--- config.mk ---
export PLATFORM = sky130hd
export DESIGN_NAME = vectorCommitTop
export DESIGN_NICKNAME = d
export VERILOG_FILES = /design/src/hdl/apbRegPkg.sv /design/src/hdl/vecCommitPkg.sv /design/src/hdl/commitStatusRegs.sv /design/src/hdl/reorderBuffer.sv /design/src/hdl/ringBufferControl.sv /design/src/hdl/vectorCommitTop.sv
export SDC_FILE = /design/constraint.sdc
export NUM_CORES = 1
export LEC_CHECK = 0
export BUFFER_PORTS_ARGS = -buffer_cell sky130_fd_sc_hd__buf_2
export CORE_ASPECT_RATIO = 1.2
export CORE_MARGIN = 4
export CORE_UTILIZATION = 56
export CTS_BUF_LIST = sky130_fd_sc_hd__clkbuf_16
export DETAILED_ROUTE_END_ITERATION = 7
export PLACE_DENSITY_LB_ADDON = 0.2
export SLEW_MARGIN = 20
export SYNTH_ARGS = -nofsm -noshare
export SYNTH_HDL_FRONTEND = slang
export SYNTH_SLANG_ARGS = --single-unit
--- constraint.sdc ---
create_clock -name clock -period 9.42 [get_ports clock]
set_clock_uncertainty 0.15 [all_clocks]
set_input_delay 1.884 -clock clock [delete_from_list [all_inputs] [get_ports clock]]
set_output_delay 1.884 -clock clock [all_outputs]
set_load 0.05 [all_outputs]
--- src/hdl/apbRegPkg.sv ---
/*
 * APB request and response structs, register offsets
 * and the control word layout
 */

package apbRegPkg;

	typedef struct packed {
		logic        psel;
		logic        penable;
		logic        pwrite;
		logic [3:0]  paddr;     // Byte offset within the block
		logic [31:0] pwdata;
	} apbReqT;

	typedef struct packed {
		logic [31:0] prdata;
		logic        pready;
		logic        pslverr;
	} apbRspT;

	// Register map
	localparam logic [3:0] regControl     = 4'h0;
	localparam logic [3:0] regStatus      = 4'h4;     // Read only
	localparam logic [3:0] regCommitCount = 4'h8;     // Read only
	localparam logic [3:0] regLastCommit  = 4'hC;     // Read only

	// Control word
	typedef struct packed {
		logic [30:0] reserved;
		logic        commitEnable;  // Lets the head entry retire
	} controlT;

endpackage

--- src/hdl/vecCommitPkg.sv ---
/*
 * Vector-side types for issue, lane completion reports and commit,
 * plus the lane-count constant and the reorder buffer entry layout
 */

package vecCommitPkg;

	//////////////////////////////////////////////////////////////////////////
	// Sizes
	//////////////////////////////////////////////////////////////////////////

	localparam int numLane = 4;                     // Execution lanes
	localparam int laneIdxWidth = $clog2(numLane);

	typedef logic [7:0] issueNoT;                   // Issue number, wraps
	typedef logic [numLane-1:0] laneMaskT;          // One bit per lane
	typedef logic [laneIdxWidth-1:0] laneIdxT;

	//////////////////////////////////////////////////////////////////////////
	// Port payloads
	//////////////////////////////////////////////////////////////////////////

	// Issue side payload
	typedef struct packed {
		issueNoT  issueNo;
		laneMaskT laneMask;     // Lanes that execute this instruction
	} issueReqT;

	// One lane's completion report
	typedef struct packed {
		logic    valid;
		issueNoT issueNo;
		laneIdxT lane;          // Reporting lane
	} laneDoneT;

	typedef laneDoneT [numLane-1:0] laneDoneVecT;

	// Retire side output
	typedef struct packed {
		logic    valid;
		issueNoT issueNo;
	} commitT;

	// Reorder buffer entry
	typedef struct packed {
		logic     valid;
		issueNoT  issueNo;
		laneMaskT enLane;       // Lanes to wait for
		laneMaskT doneLane;     // Lanes already reported
	} entryT;

endpackage

--- src/hdl/commitStatusRegs.sv ---
/*
 * APB register block: commit enable control, buffer status,
 * commit counter and last committed issue number
 */

`timescale 1ns/1ps

module commitStatusRegs
	import vecCommitPkg::*;
	import apbRegPkg::*;
#(
	parameter int numEntry = 16
)(
	input  logic                      clock,
	input  logic                      reset,
	input  apbReqT                    apbReq,
	output apbRspT                    apbRsp,
	input  logic                      commitFire,
	input  issueNoT                   commitNo,
	input  logic                      full,
	input  logic                      empty,
	input  logic [$clog2(numEntry):0] count,
	output logic                      commitEnable
);

	logic        access;        // Access phase
	logic        mapped;
	logic        badWrite;      // Write to a read-only register
	logic        slvErr;
	logic        ctrlWrite;
	controlT     wrCtrl;
	controlT     rdCtrl;
	logic [31:0] statusWord;
	logic [31:0] commitCount;
	issueNoT     lastCommit;

	//////////////////////////////////////////////////////////////////////////
	// Access decode
	//////////////////////////////////////////////////////////////////////////

	assign access = apbReq.psel & apbReq.penable;

	always_comb begin
		case (apbReq.paddr)
			regControl, regStatus, regCommitCount, regLastCommit: mapped = 1'b1;
			default:                                              mapped = 1'b0;
		endcase
	end

	assign badWrite = apbReq.pwrite & (apbReq.paddr != regControl);
	assign slvErr = access & (~mapped | badWrite);
	assign ctrlWrite = access & apbReq.pwrite & (apbReq.paddr == regControl);

	assign wrCtrl = controlT'(apbReq.pwdata);

	//////////////////////////////////////////////////////////////////////////
	// Registers
	//////////////////////////////////////////////////////////////////////////

	always_ff @(posedge clock) begin
		if (reset) begin
			commitEnable <= 1'b0;
		end else if (ctrlWrite) begin
			commitEnable <= wrCtrl.commitEnable;
		end
	end

	// Retirement statistics
	always_ff @(posedge clock) begin
		if (reset) begin
			commitCount <= '0;
			lastCommit <= '0;
		end else if (commitFire) begin
			commitCount <= commitCount + 1'b1;      // Wraps
			lastCommit <= commitNo;
		end
	end

	//////////////////////////////////////////////////////////////////////////
	// Read path
	//////////////////////////////////////////////////////////////////////////

	always_comb begin
		rdCtrl = '0;
		rdCtrl.commitEnable = commitEnable;   // Reserved bits read as zero
	end

	always_comb begin
		statusWord = '0;
		statusWord[0] = empty;
		statusWord[1] = full;
		statusWord[8 +: $clog2(numEntry) + 1] = count;
	end

	always_comb begin
		case (apbReq.paddr)
			regControl:     apbRsp.prdata = rdCtrl;
			regStatus:      apbRsp.prdata = statusWord;
			regCommitCount: apbRsp.prdata = commitCount;
			regLastCommit:  apbRsp.prdata = {24'b0, lastCommit};
			default:        apbRsp.prdata = '0;
		endcase
	end

	assign apbRsp.pready = 1'b1;      // No wait states
	assign apbRsp.pslverr = slvErr;

endmodule

--- src/hdl/reorderBuffer.sv ---
/*
 * Reorder buffer for vector commit: entry table, lane report matching
 * and in-order release at the head
 */

`timescale 1ns/1ps

module reorderBuffer
	import vecCommitPkg::*;
#(
	parameter int numEntry = 16
)(
	input  logic                      clock,
	input  logic                      reset,
	input  logic                      issueValid,
	input  issueReqT                  issueReq,
	output logic                      issueReady,
	input  laneDoneVecT               laneDone,
	input  logic                      commitEnable,
	input  logic                      commitReady,
	output commitT                    commit,
	output logic                      commitFire,     // Head retires this edge
	output logic [$clog2(numEntry):0] count,
	output logic                      full,
	output logic                      empty
);

	localparam int addrWidth = $clog2(numEntry);

	entryT                 entryTab [numEntry];
	laneMaskT              laneSet  [numEntry];  // Lanes reported this cycle per entry

	logic [addrWidth-1:0]  writeAddr;
	logic [addrWidth-1:0]  readAddr;
	logic                  issueFire;
	entryT                 headEntry;
	logic                  headDone;

	//////////////////////////////////////////////////////////////////////////
	// Handshakes
	//////////////////////////////////////////////////////////////////////////

	assign issueReady = ~full;
	assign issueFire = issueValid & issueReady;

	assign headEntry = entryTab[readAddr];
	assign headDone = (headEntry.doneLane == headEntry.enLane);  // Empty mask is done at once

	// Commit only looks at registered entry state
	assign commit.valid = headEntry.valid & headDone & commitEnable;
	assign commit.issueNo = headEntry.issueNo;
	assign commitFire = commit.valid & commitReady;

	//////////////////////////////////////////////////////////////////////////
	// Lane report matching
	//////////////////////////////////////////////////////////////////////////

	// Every valid report is compared against every valid entry
	always_comb begin
		for (int e = 0; e < numEntry; e++) begin
			laneSet[e] = '0;
			for (int l = 0; l < numLane; l++) begin
				if (laneDone[l].valid && entryTab[e].valid &&
						laneDone[l].issueNo == entryTab[e].issueNo) begin
					laneSet[e][laneDone[l].lane] = 1'b1;
				end
			end
			laneSet[e] = laneSet[e] & entryTab[e].enLane;   // Drop disabled lanes
		end
	end

	//////////////////////////////////////////////////////////////////////////
	// Entry table
	//////////////////////////////////////////////////////////////////////////

	// Later assignments win, so retire clears over a merge on the head
	always_ff @(posedge clock) begin
		if (reset) begin
			for (int e = 0; e < numEntry; e++) begin
				entryTab[e].valid <= 1'b0;
			end
		end else begin
			for (int e = 0; e < numEntry; e++) begin
				entryTab[e].doneLane <= entryTab[e].doneLane | laneSet[e];
			end

			if (commitFire) begin
				entryTab[readAddr].valid <= 1'b0;
			end

			// New entry at the tail
			if (issueFire) begin
				entryTab[writeAddr].valid <= 1'b1;
				entryTab[writeAddr].issueNo <= issueReq.issueNo;
				entryTab[writeAddr].enLane <= issueReq.laneMask;
				entryTab[writeAddr].doneLane <= '0;
			end
		end
	end

	//////////////////////////////////////////////////////////////////////////
	// Pointer control
	//////////////////////////////////////////////////////////////////////////

	ringBufferControl #(
		.numEntry  (numEntry)
	) ringCtrl (
		.clock     (clock),
		.reset     (reset),
		.write     (issueFire),
		.read      (commitFire),
		.writeAddr (writeAddr),
		.readAddr  (readAddr),
		.count     (count),
		.full      (full),
		.empty     (empty)
	);

endmodule

--- src/hdl/ringBufferControl.sv ---
/*
 * Circular buffer controller with write and read pointers,
 * occupancy count and full/empty flags
 */

`timescale 1ns/1ps

module ringBufferControl #(
	parameter int numEntry = 16
)(
	input  logic                        clock,
	input  logic                        reset,
	input  logic                        write,      // Push, already qualified by caller
	input  logic                        read,       // Pop, already qualified by caller
	output logic [$clog2(numEntry)-1:0] writeAddr,
	output logic [$clog2(numEntry)-1:0] readAddr,
	output logic [$clog2(numEntry):0]   count,
	output logic                        full,
	output logic                        empty
);

	// Pointers wrap on their own since numEntry is a power of two
	always_ff @(posedge clock) begin
		if (reset) begin
			writeAddr <= '0;
			readAddr <= '0;
		end else begin
			if (write) begin
				writeAddr <= writeAddr + 1'b1;
			end
			if (read) begin
				readAddr <= readAddr + 1'b1;
			end
		end
	end

	// Occupancy moves by write minus read
	always_ff @(posedge clock) begin
		if (reset) begin
			count <= '0;
		end else begin
			case ({write, read})
				2'b10:   count <= count + 1'b1;
				2'b01:   count <= count - 1'b1;
				default: count <= count;        // Both or neither
			endcase
		end
	end

	assign full = (count == numEntry);
	assign empty = (count == '0);

endmodule

--- src/hdl/vectorCommitTop.sv ---
/*
 * Vector commit stage top: reorder buffer and APB register block
 */

`timescale 1ns/1ps

module vectorCommitTop
	import vecCommitPkg::*;
	import apbRegPkg::*;
#(
	parameter int numEntry = 16
)(
	input  logic        clock,
	input  logic        reset,
	input  logic        issueValid,
	input  issueReqT    issueReq,
	output logic        issueReady,
	input  laneDoneVecT laneDone,
	output commitT      commit,
	input  logic        commitReady,
	input  apbReqT      apbReq,
	output apbRspT      apbRsp
);

	logic                      commitEnable;
	logic                      commitFire;
	logic                      full;
	logic                      empty;
	logic [$clog2(numEntry):0] count;

	reorderBuffer #(
		.numEntry     (numEntry)
	) rob (
		.clock        (clock),
		.reset        (reset),
		.issueValid   (issueValid),
		.issueReq     (issueReq),
		.issueReady   (issueReady),
		.laneDone     (laneDone),
		.commitEnable (commitEnable),
		.commitReady  (commitReady),
		.commit       (commit),
		.commitFire   (commitFire),
		.count        (count),
		.full         (full),
		.empty        (empty)
	);

	// Software view of the buffer
	commitStatusRegs #(
		.numEntry     (numEntry)
	) regs (
		.clock        (clock),
		.reset        (reset),
		.apbReq       (apbReq),
		.apbRsp       (apbRsp),
		.commitFire   (commitFire),
		.commitNo     (commit.issueNo),
		.full         (full),
		.empty        (empty),
		.count        (count),
		.commitEnable (commitEnable)
	);

endmodule

# --- Word-level counts from Yosys, hierarchy flattened ---
# Memories as Yosys holds them, arrays and structs flattened. A register that Yosys moved wholly into a read port is not among the register bits.
# Cells that the tools add are included.
totals:
  word_cells: 406
  ram_bits: 272
  register_bits: 54
  out_inout_bits: 44
  latchBits: 0
  mem_count: 1
  in_bits: 99
  romBits: 0
mem_list:
  columns: ["name", "depth", "width", "rd", "rd_ports_with_merged_regs", "wr", "line_no", "text"]
  rows:
  - ["rob.entryTab", 16, 17, 17, 1, 18, "reorderBuffer.sv:30", "entryT entryTab [numEntry];"]
classes:
  n_addsub: 5
  div: 0
  n_lt_le_gt_ge: 8
  n_reduce_logical: 137
  muxes: 86
  bitwise_logic: 92
  shifts: 0
  multipliers: 0
  n_eq_ne: 71
ops:
  columns: ["op", "n"]
  rows:
  - ["8-bit == test", 64]
  - ["4-bit 2-to-1 mux", 66]
  - ["4-bit OR", 64]
  - ["1-bit logical AND", 132]
  - ["32-bit one-hot mux with 4 select lines", 1]
  - ["4-bit AND", 16]
  - ["32-bit by 1-bit adder with 32-bit output, second input constant", 1]
  - ["1-bit 2-to-1 mux", 14]
  - ["2-bit by 3-bit less-than comparator with 1-bit output, second input constant", 4]
  - ["5-bit one-hot mux with 2 select lines", 1]
  - ["1-bit AND", 9]
  - ["4-bit by 1-bit adder with 4-bit output, second input constant", 2]
  - ["1-bit demux with 2-bit select", 4]
  - ["4-bit == test, second input constant", 2]
  - ["2-bit by 1-bit >= comparator with 1-bit output, second input constant", 4]
  - ["5-bit by 1-bit adder with 5-bit output, second input constant", 1]
  - ["5-bit == test, second input constant", 1]
  - ["5-bit zero test", 1]
  - ["5-bit by 1-bit subtractor with 5-bit output, second input constant", 1]
  - ["4-bit by 3-bit == test with 1-bit output, second input constant", 1]
  - ["4-bit == test", 1]
  - ["4-bit zero test", 1]
  - ["4-bit nonzero test", 1]
  - ["4-bit OR reduction", 1]
  - ["5 further kinds", 6]

# --- Depth between registers and ports, before layout ---
depth:
  depth_word: 13
  ltp_mapped: 20
  ltp_nobuf: 15

# --- Cells and area by module ---
# Synthesis repeated with hierarchy kept, for this count alone.
unflattened:
  cells_unflattened: 2184
  area_unflattened_um2: 21844.7
by_module_without_submodules:
  columns: ["mod", "seq_area_each_um2", "cells_per_inst", "area_per_inst_um2", "instances"]
  rows:
  - ["reorderBuffer", 7367.1, 1842, 18974.4, 1]
  - ["commitStatusRegs", 820.8, 267, 2189.6, 1]
  - ["ringBufferControl", 260.2, 75, 680.7, 1]

# --- Least setup slack after synthesis ---
# No wires, ideal clock.
synth_path:
  path_kind: "input to output"
  from: "in apbReq[34] (netlist bit)"
  to: "out apbRsp[3] (netlist bit)"
  n_path_buf: 1
  path_stages: 4
  slack_ps: 4002
  t_required_ps: 7386
  arrival_time_ps: 3384
  path_cell_list: "buf_1 -> nor2b_1 -> a32oi_1 -> nor2_1"
synth_lines:
  columns: ["item", "line_no", "text"]
  rows:
  - ["start: declaration", "vectorCommitTop.sv:21", "input apbReqT apbReq,"]
  - ["end: declaration", "vectorCommitTop.sv:22", "output apbRspT apbRsp"]

==> impl_table.tex <==
\begin{tabular}{lr}
\hline
Metric & Value \\
\hline
\multicolumn{2}{l}{\textbf{STA}} \\
\quad Setup WS post-layout & 2800 ps \\
\quad Worst-margin pin slew & 1140 ps \\
\quad Final hold violations & 0 \\
\quad FMAX & 151 MHz \\
\quad Total count of max-transition violations in the final report & 0 \\
\quad Final setup TNS & 0 ps \\
\quad Min Tclk post-route & 6620 ps \\
\quad Fraction of the cycle the final worst path needs & 70.2\% \\
\quad Total of endpoints with negative setup slack in the final report & 0 \\
\quad Worst slew margin relative to its limit & 24.1\% \\
\quad Worst hold slack across all endpoints & 307 ps \\
\quad RSZ-0062 raised after global routing & no \\
\multicolumn{2}{l}{\textbf{Routing}} \\
\quad Number of nets with antenna violations after routing & 0 \\
\quad Wirelength per Cell & 27.4 um \\
\quad Number of DRC markers after the initial detailed-route iteration & 1794 \\
\quad DR pass1 iterations & 6 \\
\quad Aggregate routed wire length & 73300 um \\
\quad DR DRC count & 0 \\
\quad Drt via density & 6.69 \\
\quad Vias after detailed routing & 17900 \\
\multicolumn{2}{l}{\textbf{Cells and area}} \\
\quad Diodes inserted & 0 \\
\quad Post-route design area & 23500 um2 \\
\quad Area of combinational cells with multiple inputs & 12200 um2 \\
\quad Final core area utilization & 60.6\% \\
\quad Area taken by flip-flops and latches & 8530 um2 \\
\quad Net count, final & 2230 \\
\quad \# fillers & 3269 \\
\quad Share of layout cells above drive strength 1 & 13.9\% \\
\quad Post-synthesis to final-layout area growth & 7.03\% \\
\multicolumn{2}{l}{\textbf{Power and ir drop}} \\
\quad Switching portion of total power & 24.6\% \\
\quad Combinational group share of total power & 9.5\% \\
\quad Share of total power in sequential cells & 45.8\% \\
\quad Power density cells & 144 nW/um2 \\
\quad Internal power of the cells & 2.55 mW \\
\quad Leakage dissipation & 7.56 nW \\
\quad Net switching power figure & 830 uW \\
\quad Part of the power in the clock network & 44.7\% \\
\quad Worst supply voltage drop on vdd & 0.151 mV \\
\multicolumn{2}{l}{\textbf{Synthesis}} \\
\quad FFs w/ async S/R, synth & 0\% \\
\quad EDFF count, synth & 192 \\
\quad Average size of a mapped cell & 9.84 um2 \\
\quad Synth warn & 0 \\
\quad Sequential cell area fraction in the yosys report & 38.9\% \\
\quad Cells after synthesis & 2230 \\
\quad Post-synthesis net count & 2343 \\
\quad Summed instance area of the synthesized netlist & 21900 um2 \\
\quad Post-synth cell types & 56 \\
\quad Yosys reg bits & 330 \\
\quad Top flip-flop cell by instance count after synthesis & sky130\_fd\_sc\_hd\_\_edfxtp\_1 \\
\multicolumn{2}{l}{\textbf{Worst hold path}} \\
\quad Worst hold path class & reg -> reg \\
\quad Worst hold endpoint & rob.entryTab[14][2] \\
\quad Critical hold path startpoint & rob.entryTab[14][2] \\
\quad Hold path cells & 2 \\
\multicolumn{2}{l}{\textbf{Global route}} \\
\quad Grt met3 use & 6.05\% \\
\quad Number of antenna violations at the first check in global routing & 3 \\
\quad Number of global-route vias before repair & 17200 \\
\quad Wire length of the first global-routing pass & 110000 um \\
\quad Pin count of the biggest net entering global routing & 81 \\
\quad Total routing resource utilization after global routing & 33.9\% \\
\quad Met2 track utilization from global routing & 54.1\% \\
\quad GRT met1 Usage & 42.7\% \\
\quad Global route total overflow & 0 \\
\quad Most heavily used metal layer in global routing & met2 \\
\multicolumn{2}{l}{\textbf{Setup path}} \\
\quad RR Endpoint & rob.ringCtrl.count[4] \\
\quad Gate family responsible for the most delay along the worst path & buffers and inverters \\
\quad Number of cells on the worst reg-to-reg path & 17 \\
\quad Cell breakdown of the critical path & buf\_4, mux2i\_1, a22oi\_1, nand4\_1, o22ai\_1, nand4\_1, buf\_4, inv\_2, buf\_2 \\
\quad CP max stage cell & sky130\_fd\_sc\_hd\_\_buf\_4 \\
\quad Critical Path Stages & 9 \\
\quad Critical path's largest stage delay & 720 ps \\
\quad Critical path endpoint category & output port \\
\quad Data arrival time of the worst path & 4580 ps \\
\quad Buffers plus inverters on the worst setup path & 4 \\
\quad Register-to-register setup slack & 3320 ps \\
\quad Critical path peak fanout & 75 \\
\quad CP required & 7390 ps \\
\quad Worst Path Class, Setup & reg -> out \\
\quad Startpoint type of the worst setup path & flip-flop \\
\multicolumn{2}{l}{\textbf{Floorplan}} \\
\quad Initial Utilization & 56.6\% \\
\quad Die height & 225 um \\
\quad Die Area & 42400 um2 \\
\quad Number of top-level pins & 143 \\
\quad Floorplan Core Area & 38700 um2 \\
\quad Row count & 79 \\
\quad Die X & 189 um \\
\multicolumn{2}{l}{\textbf{Clocking}} \\
\quad Total number of H-tree levels & 2 \\
\quad Number of instances resized during post-cts repair & 0 \\
\quad CTS tree & built \\
\quad Clock root buffer & sky130\_fd\_sc\_hd\_\_clkbuf\_16 \\
\quad Number of buffers inserted by post-CTS setup repair & 0 \\
\quad Clock edge transition at the registers on the reported setup and hold paths & 60 ps \\
\quad Hold-fix buffers, CTS & 0 \\
\quad \# clock sinks & 330 \\
\quad Worst skew pair latency & 550 ps \\
\quad Num CTS Buffers & 37 \\
\quad Bufs on Longest Clock Path & 3 \\
\multicolumn{2}{l}{\textbf{Flow run}} \\
\quad Number of violations of the max-capacitance limit & 0 \\
\multicolumn{2}{l}{\textbf{Placement}} \\
\quad Number of port buffers & 110 \\
\quad Final weighted congestion in routability-driven placement & 0.954 \\
\quad Dpl cell area & 22200 um2 \\
\quad Setup Slack @ Placement & 3460 ps \\
\quad Hpwl dp & 53700 um \\
\multicolumn{2}{l}{\textbf{Outcome}} \\
\quad Outcome & completed \\
\hline
\end{tabular}
==> worst min-delay path: stages (launching register included) <==
cell and delay, ps:
sky130_fd_sc_hd__dfxtp_1 310, sky130_fd_sc_hd__inv_1 50, sky130_fd_sc_hd__a21oi_1 50
==> worst max-delay path by stage <==
stage | start | endpoint | slack [ps]
after floorplan | apbReq[34] | apbRsp[3] | 4000
after global placement | flip-flop | commit[8] | 3520
after detailed placement | flip-flop | commit[8] | 3460
after CTS | flip-flop | commit[8] | 2880
after global routing | flip-flop | commit[8] | 2570
final | flip-flop | commit[8] | 2800
==> synthesized netlist by cell type, drive strengths merged, types with 37 or more instances <==
library cell	instances	share of area (%)
clkbuf	214	3.7
a22oi	104	3.6
buf	71	1.5
nand2	81	1.4
dfxtp	138	13
and3	51	1.5
edfxtp	192	26
xnor2	464	19
nand3	144	3.3
nor3	58	1.3
a31oi	37	1.1
xor2	60	2.4
nor2	82	1.4
nand4	91	2.6
a21oi	69	1.6
mux4	74	7.6
==> layout by cell type, fill, tap and decap left out, types with 21 or more instances in the layout <==
cell type and instances:
sky130_fd_sc_hd__mux2i_1 21, sky130_fd_sc_hd__o21a_1 27, sky130_fd_sc_hd__dfxtp_1 135, sky130_fd_sc_hd__nor2_1 74, sky130_fd_sc_hd__edfxtp_1 192, sky130_fd_sc_hd__buf_4 23
sky130_fd_sc_hd__a31oi_1 37, sky130_fd_sc_hd__xnor2_1 464, sky130_fd_sc_hd__and3_1 51, sky130_fd_sc_hd__clkbuf_16 40, sky130_fd_sc_hd__nand4_1 91, sky130_fd_sc_hd__mux4_2 74
sky130_fd_sc_hd__nand2_1 81, sky130_fd_sc_hd__buf_2 110, sky130_fd_sc_hd__nor3_1 56, sky130_fd_sc_hd__o21ai_0 29, sky130_fd_sc_hd__a22oi_1 104, sky130_fd_sc_hd__inv_1 34
sky130_fd_sc_hd__or4_1 21, sky130_fd_sc_hd__a21oi_1 69, sky130_fd_sc_hd__nand3_1 144, sky130_fd_sc_hd__xor2_1 60
==> sequential cells by signal, indices dropped and copies added, names as in the netlist, named ones only <==
signal,count
rob.entryTab,272
regs.lastCommit,8
rob.ringCtrl.writeAddr,4
rob.ringCtrl.count,5
regs.commitCount,32
rob.ringCtrl.readAddr,4
regs.commitEnable,1
==> final cells by class <==
| type | count | area share [%] |
|---|---|---|
| Inverter | 32 | 0.512 |
| Clock inverter | 27 | 1.07 |
| Tap cell | 526 | 2.80 |
| Timing Repair Buffer | 133 | 3.08 |
| Sequential cell | 330 | 36.3 |
| Multi-Input combinational cell | 1583 | 51.9 |
| Clock buffer | 40 | 4.26 |
==> per-layer routing <==
| layer | up-vias | part of all wire, % |
|---|---|---|
| li1 | 7769 | - |
| met1 | 8828 | 37 |
| met2 | 1037 | 46 |
| met3 | 239 | 8.9 |
| met4 | 4 | 7.7 |
| met5 | - | 0.042 |
==> power groups by stage <==
stage	Sequential [mW]	Combinational [mW]	Clock, mW
4_1_cts	1.55	0.316	1.52
2_1_floorplan	1.57	0.226	0
3_3_place_gp	1.58	0.308	0
3_5_place_dp	1.58	0.314	0
5_1_grt	1.55	0.340	1.58
6_report	1.55	0.321	1.51
==> metrics by stage <==
stage                     instances  total power, mW
final                          2671             3.38
after global routing           2671             3.47
after CTS                      2671             3.39
after detailed placement       2604             1.89
after global placement         2604             1.88
after floorplan                2230             1.80
==> cells by family after synthesis <==
group / after synthesis / synth area share (%)
AND/OR/NAND/NOR: 607 / 14.5
XOR/XNOR: 524 / 20.9
AO/OA/AOI/OAI: 338 / 10.4
flip-flops: 330 / 38.9
buffers and inverters: 317 / 5.74
multiplexers: 99 / 8.76
adder cells (fa/ha/maj): 14 / 0.833
other: 1 / 0.0171
Note: power is estimated with default switching activity, not from simulation.
